--- src/cache_pkg.sv ---
// ====================
// cache bank package
// geometry, queue sizes and the request, response and pipeline payloads
// ====================
`default_nettype none

package cache_pkg;

    // line and word geometry
    localparam int WORD_BYTES  = 4;
    localparam int WORD_W      = 32;
    localparam int LINE_WORDS  = 4;
    localparam int LINE_W      = 128;
    localparam int WSEL_W      = 2;
    localparam int NUM_LINES   = 16;
    localparam int INDEX_W     = 4;
    localparam int LINE_ADDR_W = 12;
    localparam int TAG_HI_W    = LINE_ADDR_W - INDEX_W;
    localparam int REQ_TAG_W   = 8;

    // queue depths and pipeline length
    localparam int CRSQ_DEPTH  = 2;
    localparam int MREQ_DEPTH  = 4;
    localparam int PIPE_STAGES = 2;

    typedef struct packed {
        logic                   rw;
        logic [LINE_ADDR_W-1:0] addr;
        logic [WSEL_W-1:0]      wsel;
        logic [WORD_BYTES-1:0]  byteen;
        logic [WORD_W-1:0]      data;
        logic [REQ_TAG_W-1:0]   tag;
    } core_req_t;

    typedef struct packed {
        logic [WORD_W-1:0]    data;
        logic [REQ_TAG_W-1:0] tag;
    } core_rsp_t;

    // read is a line fill, write carries one word
    typedef struct packed {
        logic                   rw;
        logic [LINE_ADDR_W-1:0] addr;
        logic [WSEL_W-1:0]      wsel;
        logic [WORD_BYTES-1:0]  byteen;
        logic [WORD_W-1:0]      data;
    } mem_req_t;

    typedef struct packed {
        core_req_t         req;
        logic [LINE_W-1:0] line;
        logic              is_fill;
        logic              is_replay;
    } pipe_entry_t;

endpackage

`default_nettype wire

--- src/cache_req_select.sv ---
// ====================
// request select
// fixed priority grant of replay, fill and core request
// registers the winner as the stage-0 entry
// ====================
`default_nettype none

module cache_req_select
    import cache_pkg::*;
(
    input  logic                   clk,
    input  logic                   rst_n,
    input  logic                   replay_valid,
    input  core_req_t              replay_req,
    output logic                   replay_ready,
    input  logic                   mem_rsp_valid,
    input  logic [LINE_W-1:0]      mem_rsp_data,
    output logic                   mem_rsp_ready,
    input  logic [LINE_ADDR_W-1:0] fill_addr,
    input  logic                   core_req_valid,
    input  core_req_t              core_req,
    output logic                   core_req_ready,
    input  logic                   hold_core,
    input  logic                   stall,
    output logic                   st0_valid,
    output pipe_entry_t            st0
);

    logic        fill_grant;
    logic        core_grant;
    logic        any_fire;
    pipe_entry_t next_entry;

    // replay first so a parked miss never waits behind new traffic,
    // then fill so the slot can drain
    assign fill_grant = !replay_valid;
    assign core_grant = !replay_valid && !mem_rsp_valid;

    assign replay_ready   = !stall;
    assign mem_rsp_ready  = fill_grant && !stall;
    assign core_req_ready = core_grant && !hold_core && !stall;

    assign any_fire = (replay_valid && replay_ready)
                   || (mem_rsp_valid && mem_rsp_ready)
                   || (core_req_valid && core_req_ready);

    always_comb begin
        next_entry           = '0;
        next_entry.line      = mem_rsp_data;
        if (replay_valid) begin
            next_entry.req       = replay_req;
            next_entry.is_replay = 1'b1;
        end else if (mem_rsp_valid) begin
            // fill goes to the line of the parked miss
            next_entry.req.addr = fill_addr;
            next_entry.is_fill  = 1'b1;
        end else begin
            next_entry.req = core_req;
        end
    end

    always_ff @(posedge clk) begin
        if (!rst_n) begin
            st0_valid <= 1'b0;
        end else if (!stall) begin
            st0_valid <= any_fire;
        end
    end

    always_ff @(posedge clk) begin
        if (!stall) begin
            st0 <= next_entry;
        end
    end

endmodule

`default_nettype wire

--- src/cache_tags.sv ---
// ====================
// tag store
// valid bit and stored tag per line, combinational lookup
// ====================
`default_nettype none

module cache_tags
    import cache_pkg::*;
(
    input  logic                   clk,
    input  logic                   rst_n,
    input  logic [LINE_ADDR_W-1:0] lookup_addr,
    output logic                   hit,
    input  logic                   fill,
    input  logic [LINE_ADDR_W-1:0] fill_addr
);

    logic [NUM_LINES-1:0] valid_bits;
    logic [TAG_HI_W-1:0]  tag_store [NUM_LINES];

    logic [INDEX_W-1:0]   lookup_idx;
    logic [TAG_HI_W-1:0]  lookup_tag;
    logic [INDEX_W-1:0]   fill_idx;
    logic [TAG_HI_W-1:0]  fill_tag;

    // low bits pick the line, the rest is the stored tag
    assign lookup_idx = lookup_addr[INDEX_W-1:0];
    assign lookup_tag = lookup_addr[LINE_ADDR_W-1:INDEX_W];
    assign fill_idx   = fill_addr[INDEX_W-1:0];
    assign fill_tag   = fill_addr[LINE_ADDR_W-1:INDEX_W];

    assign hit = valid_bits[lookup_idx] && (tag_store[lookup_idx] == lookup_tag);

    always_ff @(posedge clk) begin
        if (!rst_n) begin
            valid_bits <= '0;
        end else if (fill) begin
            valid_bits[fill_idx] <= 1'b1;
        end
    end

    // a fill simply overwrites whatever line sat at this index
    always_ff @(posedge clk) begin
        if (fill) begin
            tag_store[fill_idx] <= fill_tag;
        end
    end

endmodule

`default_nettype wire

--- src/cache_data.sv ---
// ====================
// data store
// word read, byte-enabled word write and full line fill
// ====================
`default_nettype none

module cache_data
    import cache_pkg::*;
(
    input  logic                   clk,
    input  logic [LINE_ADDR_W-1:0] addr,
    input  logic [WSEL_W-1:0]      wsel,
    output logic [WORD_W-1:0]      read_data,
    input  logic                   write,
    input  logic [WORD_BYTES-1:0]  byteen,
    input  logic [WORD_W-1:0]      write_data,
    input  logic                   fill,
    input  logic [LINE_W-1:0]      fill_data
);

    localparam int BYTE_W = WORD_W / WORD_BYTES;

    logic [LINE_WORDS-1:0][WORD_W-1:0] lines [NUM_LINES];
    logic [INDEX_W-1:0]                idx;

    assign idx = addr[INDEX_W-1:0];

    // register array, so a write is visible on the next read
    assign read_data = lines[idx][wsel];

    always_ff @(posedge clk) begin
        if (fill) begin
            lines[idx] <= fill_data;
        end else if (write) begin
            for (int b = 0; b < WORD_BYTES; b++) begin
                if (byteen[b]) begin
                    lines[idx][wsel][b*BYTE_W +: BYTE_W] <= write_data[b*BYTE_W +: BYTE_W];
                end
            end
        end
    end

endmodule

`default_nettype wire

--- src/cache_miss_slot.sv ---
// ====================
// miss slot
// parks one read miss until its fill returns, then offers it for replay
// ====================
`default_nettype none

module cache_miss_slot
    import cache_pkg::*;
(
    input  logic                   clk,
    input  logic                   rst_n,
    input  logic                   alloc,
    input  core_req_t              alloc_req,
    output logic                   busy,
    input  logic                   fill_done,
    output logic [LINE_ADDR_W-1:0] miss_addr,
    output logic                   replay_valid,
    output core_req_t              replay_req,
    input  logic                   replay_ready
);

    typedef enum logic [1:0] {
        SLOT_EMPTY,
        SLOT_WAIT_FILL,
        SLOT_REPLAY
    } slot_state_t;

    slot_state_t state;
    core_req_t   parked;

    always_ff @(posedge clk) begin
        if (!rst_n) begin
            state <= SLOT_EMPTY;
        end else begin
            case (state)
                SLOT_EMPTY:     if (alloc) state <= SLOT_WAIT_FILL;
                SLOT_WAIT_FILL: if (fill_done) state <= SLOT_REPLAY;
                SLOT_REPLAY:    if (replay_ready) state <= SLOT_EMPTY;
                default:        state <= SLOT_EMPTY;
            endcase
        end
    end

    always_ff @(posedge clk) begin
        if (alloc) begin
            parked <= alloc_req;
        end
    end

    assign busy         = (state != SLOT_EMPTY);
    assign miss_addr    = parked.addr;
    assign replay_valid = (state == SLOT_REPLAY);
    assign replay_req   = parked;

endmodule

`default_nettype wire

--- src/cache_queue.sv ---
// ====================
// payload FIFO
// circular buffer with registered count and almost-full flag
// ====================
`default_nettype none

module cache_queue
    import cache_pkg::*;
#(
    parameter type payload_t = core_rsp_t
) (
    input  logic     clk,
    input  logic     rst_n,
    input  logic     in_valid,
    input  payload_t in_data,
    output logic     in_ready,
    output logic     out_valid,
    output payload_t out_data,
    input  logic     out_ready,
    output logic     alm_full
);

    // response queue and memory request queue differ in width
    localparam int DEPTH = ($bits(payload_t) == $bits(core_rsp_t)) ? CRSQ_DEPTH : MREQ_DEPTH;
    localparam int PTR_W = (DEPTH > 1) ? $clog2(DEPTH) : 1;
    localparam int CNT_W = $clog2(DEPTH + 1);

    payload_t         mem [DEPTH];
    logic [PTR_W-1:0] wr_ptr;
    logic [PTR_W-1:0] rd_ptr;
    logic [CNT_W-1:0] count;
    logic             push;
    logic             pop;

    assign in_ready  = (count != CNT_W'(DEPTH));
    assign out_valid = (count != '0);
    assign out_data  = mem[rd_ptr];
    assign push      = in_valid && in_ready;
    assign pop       = out_valid && out_ready;

    // counts the entry landing this cycle, so requests already in flight still fit
    assign alm_full = (count + CNT_W'(push)) > CNT_W'(DEPTH - PIPE_STAGES);

    always_ff @(posedge clk) begin
        if (!rst_n) begin
            wr_ptr <= '0;
            rd_ptr <= '0;
            count  <= '0;
        end else begin
            if (push) begin
                wr_ptr <= (wr_ptr == PTR_W'(DEPTH - 1)) ? '0 : wr_ptr + 1'b1;
            end
            if (pop) begin
                rd_ptr <= (rd_ptr == PTR_W'(DEPTH - 1)) ? '0 : rd_ptr + 1'b1;
            end
            count <= count + CNT_W'(push) - CNT_W'(pop);
        end
    end

    always_ff @(posedge clk) begin
        if (push) begin
            mem[wr_ptr] <= in_data;
        end
    end

endmodule

`default_nettype wire

--- src/cache_bank.sv ---
// ====================
// cache bank
// direct-mapped write-through bank with a two stage pipeline
// and a single miss slot
// ====================
`default_nettype none

module cache_bank
    import cache_pkg::*;
(
    input  logic              clk,
    input  logic              rst_n,
    input  logic              core_req_valid,
    input  core_req_t         core_req,
    output logic              core_req_ready,
    output logic              core_rsp_valid,
    output core_rsp_t         core_rsp,
    input  logic              core_rsp_ready,
    output logic              mem_req_valid,
    output mem_req_t          mem_req,
    input  logic              mem_req_ready,
    input  logic              mem_rsp_valid,
    input  logic [LINE_W-1:0] mem_rsp_data,
    output logic              mem_rsp_ready
);

    logic                   replay_valid;
    core_req_t              replay_req;
    logic                   replay_ready;
    logic [LINE_ADDR_W-1:0] miss_addr;
    logic                   slot_busy;
    logic                   hold_core;
    logic                   stall;

    logic                   st0_valid;
    pipe_entry_t            st0;
    logic                   st0_hit;
    logic                   st0_rd_miss;

    logic                   st1_valid;
    pipe_entry_t            st1;
    logic                   st1_hit;
    logic [WORD_W-1:0]      st1_read_data;

    logic                   do_fill_st1;
    logic                   do_read_hit_st1;
    logic                   do_read_miss_st1;
    logic                   do_write_st1;

    core_rsp_t              crsp_in;
    logic                   crsp_ready;
    mem_req_t               mreq_in;
    logic                   mreq_alm_full;

    cache_req_select u_req_select (
        .clk            (clk),
        .rst_n          (rst_n),
        .replay_valid   (replay_valid),
        .replay_req     (replay_req),
        .replay_ready   (replay_ready),
        .mem_rsp_valid  (mem_rsp_valid),
        .mem_rsp_data   (mem_rsp_data),
        .mem_rsp_ready  (mem_rsp_ready),
        .fill_addr      (miss_addr),
        .core_req_valid (core_req_valid),
        .core_req       (core_req),
        .core_req_ready (core_req_ready),
        .hold_core      (hold_core),
        .stall          (stall),
        .st0_valid      (st0_valid),
        .st0            (st0)
    );

    // tags are written by the fill at stage 0, so the replay right behind it hits
    cache_tags u_tags (
        .clk         (clk),
        .rst_n       (rst_n),
        .lookup_addr (st0.req.addr),
        .hit         (st0_hit),
        .fill        (st0_valid && st0.is_fill),
        .fill_addr   (st0.req.addr)
    );

    assign st0_rd_miss = st0_valid && !st0.is_fill && !st0.is_replay
                      && !st0.req.rw && !st0_hit;

    always_ff @(posedge clk) begin
        if (!rst_n) begin
            st1_valid <= 1'b0;
        end else if (!stall) begin
            st1_valid <= st0_valid;
        end
    end

    always_ff @(posedge clk) begin
        if (!stall) begin
            st1     <= st0;
            st1_hit <= st0_hit;
        end
    end

    assign do_fill_st1      = st1_valid && st1.is_fill;
    assign do_read_hit_st1  = st1_valid && !st1.is_fill && !st1.req.rw && st1_hit;
    assign do_read_miss_st1 = st1_valid && !st1.is_fill && !st1.is_replay
                           && !st1.req.rw && !st1_hit;
    assign do_write_st1     = st1_valid && !st1.is_fill && st1.req.rw;

    // only read hits wait on the response queue
    assign stall = do_read_hit_st1 && !crsp_ready;

    // a known miss anywhere in the pipe or a parked one blocks new core
    // requests, keeping responses in order
    assign hold_core = slot_busy || mreq_alm_full || st0_rd_miss || do_read_miss_st1
                    || (st0_valid && st0.is_replay) || (st1_valid && st1.is_replay);

    cache_data u_data (
        .clk        (clk),
        .addr       (st1.req.addr),
        .wsel       (st1.req.wsel),
        .read_data  (st1_read_data),
        .write      (do_write_st1 && st1_hit),
        .byteen     (st1.req.byteen),
        .write_data (st1.req.data),
        .fill       (do_fill_st1),
        .fill_data  (st1.line)
    );

    cache_miss_slot u_miss_slot (
        .clk          (clk),
        .rst_n        (rst_n),
        .alloc        (do_read_miss_st1),
        .alloc_req    (st1.req),
        .busy         (slot_busy),
        .fill_done    (mem_rsp_valid && mem_rsp_ready),
        .miss_addr    (miss_addr),
        .replay_valid (replay_valid),
        .replay_req   (replay_req),
        .replay_ready (replay_ready)
    );

    assign crsp_in.data = st1_read_data;
    assign crsp_in.tag  = st1.req.tag;

    cache_queue #(
        .payload_t (core_rsp_t)
    ) crsp_queue (
        .clk       (clk),
        .rst_n     (rst_n),
        .in_valid  (do_read_hit_st1),
        .in_data   (crsp_in),
        .in_ready  (crsp_ready),
        .out_valid (core_rsp_valid),
        .out_data  (core_rsp),
        .out_ready (core_rsp_ready),
        .alm_full  ()
    );

    // read miss becomes a line fill, every write goes through
    assign mreq_in.rw     = st1.req.rw;
    assign mreq_in.addr   = st1.req.addr;
    assign mreq_in.wsel   = st1.req.wsel;
    assign mreq_in.byteen = st1.req.byteen;
    assign mreq_in.data   = st1.req.data;

    cache_queue #(
        .payload_t (mem_req_t)
    ) mreq_queue (
        .clk       (clk),
        .rst_n     (rst_n),
        .in_valid  (do_write_st1 || do_read_miss_st1),
        .in_data   (mreq_in),
        .in_ready  (),
        .out_valid (mem_req_valid),
        .out_data  (mem_req),
        .out_ready (mem_req_ready),
        .alm_full  (mreq_alm_full)
    );

endmodule

`default_nettype wire

--- config.mk ---
export PLATFORM = sky130hd
export DESIGN_NAME = cache_bank
export DESIGN_NICKNAME = d
export VERILOG_FILES = /design/src/cache_pkg.sv /design/src/cache_req_select.sv /design/src/cache_tags.sv /design/src/cache_data.sv /design/src/cache_miss_slot.sv /design/src/cache_queue.sv /design/src/cache_bank.sv
export SDC_FILE = /design/constraint.sdc
export NUM_CORES = 2
export LEC_CHECK = 0
export ABC_CLOCK_PERIOD_IN_PS = 17390
export BUFFER_PORTS_ARGS = -buffer_cell sky130_fd_sc_hd__buf_2
export CAP_MARGIN = 0
export CORE_MARGIN = 3
export CORE_UTILIZATION = 62
export CTS_CLUSTER_SIZE = 12
export DETAILED_ROUTE_END_ITERATION = 7
export HOLD_SLACK_MARGIN = 0.05
export PLACE_DENSITY_LB_ADDON = 0.1
export SYNTH_ARGS = -nofsm -noshare
export SYNTH_HDL_FRONTEND = slang
export SYNTH_SLANG_ARGS = --single-unit
--- constraint.sdc ---
create_clock -name clk -period 17.39 [get_ports clk]
set_input_delay 1.739 -clock clk [delete_from_list [all_inputs] [get_ports clk]]
set_output_delay 1.739 -clock clk [all_outputs]
set_load 0.02 [all_outputs]
==> flow_summary.toml <==
[setup_path]
max_stage_delay_ps = 790
cp.required_ps = 18030
r2r_setup_slack_ps = 11530
path_max_fanout = 42
cp.arrival_ps = 6510
path_cells = "buf_4, buf_4, buf_4, buf_4, mux4_2, mux4_2, mux4_2"
crit_slowest_cell = "dfxtp_4"
crit_type = "flop to flop"
crit_top_cell = "buf_4"
r2r_cells = 7
start_kind = "flop"
worst_setup_path_end_kind = "flop"

[clocking]
clk_path_buf_depth = 4
insertion_delay_ps = 920
clk_pin_slew_ps = 60
cts_root_buf = "clkbuf_16"
postCtsResizedCells = 0
cts_sinks = 2940
htree_levels = 5
post_cts_buffers = 0
cts_tree = "built"
cts_hold_buf = 0
cts-buffers-inserted = 311

[logic_synthesis]
ys_warn_count = 0
synth_cells = 4755
yosysSeqAreaShare_pct = 79.0
synth.avg_cell_area_um2 = 23.4
synth.distinct_cells = 38
syn-cell-area_mm2 = 0.111
syn-num-nets = 4959
synth_seq_cells = 2940

[cells_and_area]
finalNetCount = 5411
fin_area_mm2 = 0.124
drive_above_1_share_pct = 31.7
nFillCells = 10500
area_delta_synth_final_pct = 11.5
final_core_util_pct = 70.0
layout.area.seq_mm2 = 0.0879
multi_input_area_mm2 = 0.0224

[placement]
hpwl_um = 166000
portBuffers = 287
preCtsSetupSlack_ps = 11400
post_dp_cell_area_mm2 = 0.115
gp_congestion = 0.839

[die]
start_util_pct = 62.8
core_mm2 = 0.177
pin_count = 288
die_w_um = 430
std_cell_rows = 154
dieArea_mm2 = 0.185
die_h_um = 430

[global_route]
grt_overflow = 0
grt_max_degree = 156
grt_pass1_vias = 51600
antenna_found_initial = 10
grt_use_total_pct = 29.2
grt_pass1_wl_um = 380000

[routing]
drtAntennaViolNets = 0
wl_per_cell_um = 34.5
wirelength_um = 265000
drt_iter0_markers = 6477
routed_via_density = 6.71
dr.pass1.iters = 6
drc = 0
route.vias.total = 51700

[sta]
finalSetupTns_ps = 0
rsz0062_at_grt = "no"
final.period_utilization_pct = 33.7
hold_viol_final = 0
fin_skew_ps = 46.9
fmax_ghz = 0.171
relSlewSlack_pct = 4.18
setup_violations = 0
slew_violations = 0
fin_crit_ps = 5860
layout_setup_ws_ps = 11530
worst_pin_slew_ps = 1430

[pwr]
ir_worst_vdd_mv = 0.0964
cellPowerDensity_mw_per_mm2 = 119
p_leak_uw = 0.0396

[hold_path]
whs_path_depth = 0
hold_path_class = "flop to flop"

[job]
maxCapViolCount = 0

[status]
outcome = "finished, final reports clean"
## through the flow
step	cells	hold WS (ps)	power [µW]
floorplan	4755	400	8700
global placement	7234	401	9060
detailed placement	7234	405	9080
CTS	7696	410	14800
global route	7702	420	15100
finish	7705	412	14700
## Yosys cell counts
master,n,share of area (%)
o21ai_0,3,0.013
and3_1,1,0.0056
a22oi_1,1,0.0067
o21ai_1,1,0.0045
nor4b_1,1,0.0079
nor2b_1,17,0.096
inv_1,9,0.030
ha_1,11,0.12
o21a_1,17,0.11
mux4_2,763,15
mux2_2,189,1.9
and2_1,16,0.090
or3_1,2,0.011
buf_2,41,0.18
nand4_1,4,0.022
mux2i_1,17,0.15
buf_4,16,0.11
nand3b_1,47,0.32
and4_1,1,0.0079
nor3b_1,1,0.0067
nand3_1,14,0.063
nor2_1,280,0.94
or2_2,1,0.0056
nand4b_1,2,0.016
a21boi_0,2,0.013
a21oi_1,16,0.072
buf_6,5,0.051
a31oi_1,5,0.028
clkbuf_1,138,0.47
nand2_1,126,0.42
buf_1,42,0.14
dfxtp_1,42,0.76
xnor2_1,12,0.094
nor4_1,2,0.011
nor3_1,7,0.031
edfxtp_1,2898,78
a211oi_1,1,0.0067
nand2b_1,4,0.022
## layout make-up
class                      count  share of cell area (%)
timing repair buffer         381                    1.76
inverter                       9                  0.0272
clock buffer                 400                    6.66
clock inverter                62                   0.249
multi-input combinational   1564                    18.1
sequential                  2940                    70.9
tap                         2340                    2.36
antenna                        9                  0.0182
## critical path, delay by kind of cell, from the launching register on
family	cells	cell delay, ps
buffers and inverters	4	2880
multiplexers	3	1690
flip-flops	1	790
## flip-flops by register name, indices dropped and copies added (netlist names), 3 cells and up, named ones only
| name | cells |
|---|---|
| u_data.lines | 2048 |
| u_tags.valid_bits | 16 |
| st1 | 130 |
| u_miss_slot.replay_req | 47 |
| crsp_in | 8 |
| crsp_queue.mem | 80 |
| u_miss_slot.miss_addr | 12 |
| mreq_in | 51 |
| mreq_queue.count | 3 |
| mreq_queue.mem | 204 |
| u_req_select.st0 | 189 |
| u_tags.tag_store | 128 |
## report_power, final
part	total [µW]	internal (µW)	switching, µW
Sequential	7990	7890	104
Combinational	926	393	533
Clock	5820	3320	2500
Total	14700	11600	3140
## path summary, 6_finish.rpt
check | from | endpoint
setup reg to reg | flop | crsp_queue.mem[0][29]$_DFFE_PP_
setup / recovery | flop | crsp_queue.mem[0][29]$_DFFE_PP_
hold / removal | u_req_select.st0[118]$_DFFE_PN_ | st1[118]$_DFFE_PN_
hold reg to reg | u_req_select.st0[118]$_DFFE_PN_ | st1[118]$_DFFE_PN_
## cell families after synthesis
group           after synthesis  synth area share [%]
xor+xnor                     12                0.0944
mux                         969                  17.5
compound gates               46                 0.260
simple gates                526                  2.08
flops                      2940                  79.0
fa+ha+maj                    11                 0.124
buf+inv                     251                 0.980
## layout by cell type, fill, tap and decap left out, types with 6 or more instances in the layout
cell type,n
edfxtp_1,2898
mux4_2,763
clkbuf_16,318
buf_2,287
nor2_1,279
mux2_2,189
nand2_1,122
buf_4,91
clkbuf_1,82
nand3b_1,47
clkinv_1,42
dfxtp_1,35
nor2b_1,17
mux2i_1,17
o21a_1,17
a21oi_1,15
clkinv_2,14
xnor2_1,12
and2_1,11
ha_1,11
diode_2,9
inv_1,8
nand3_1,8
nor3_1,7
nand3_2,6
dfxtp_4,6
## layer usage
layer	part of all wire, %	global-route usage, %
met2	49	45.4
met5	0	0
met4	4.1	11.2
met3	8.9	5.53
met1	38	42.3
(Power assumes the default switching activity.)
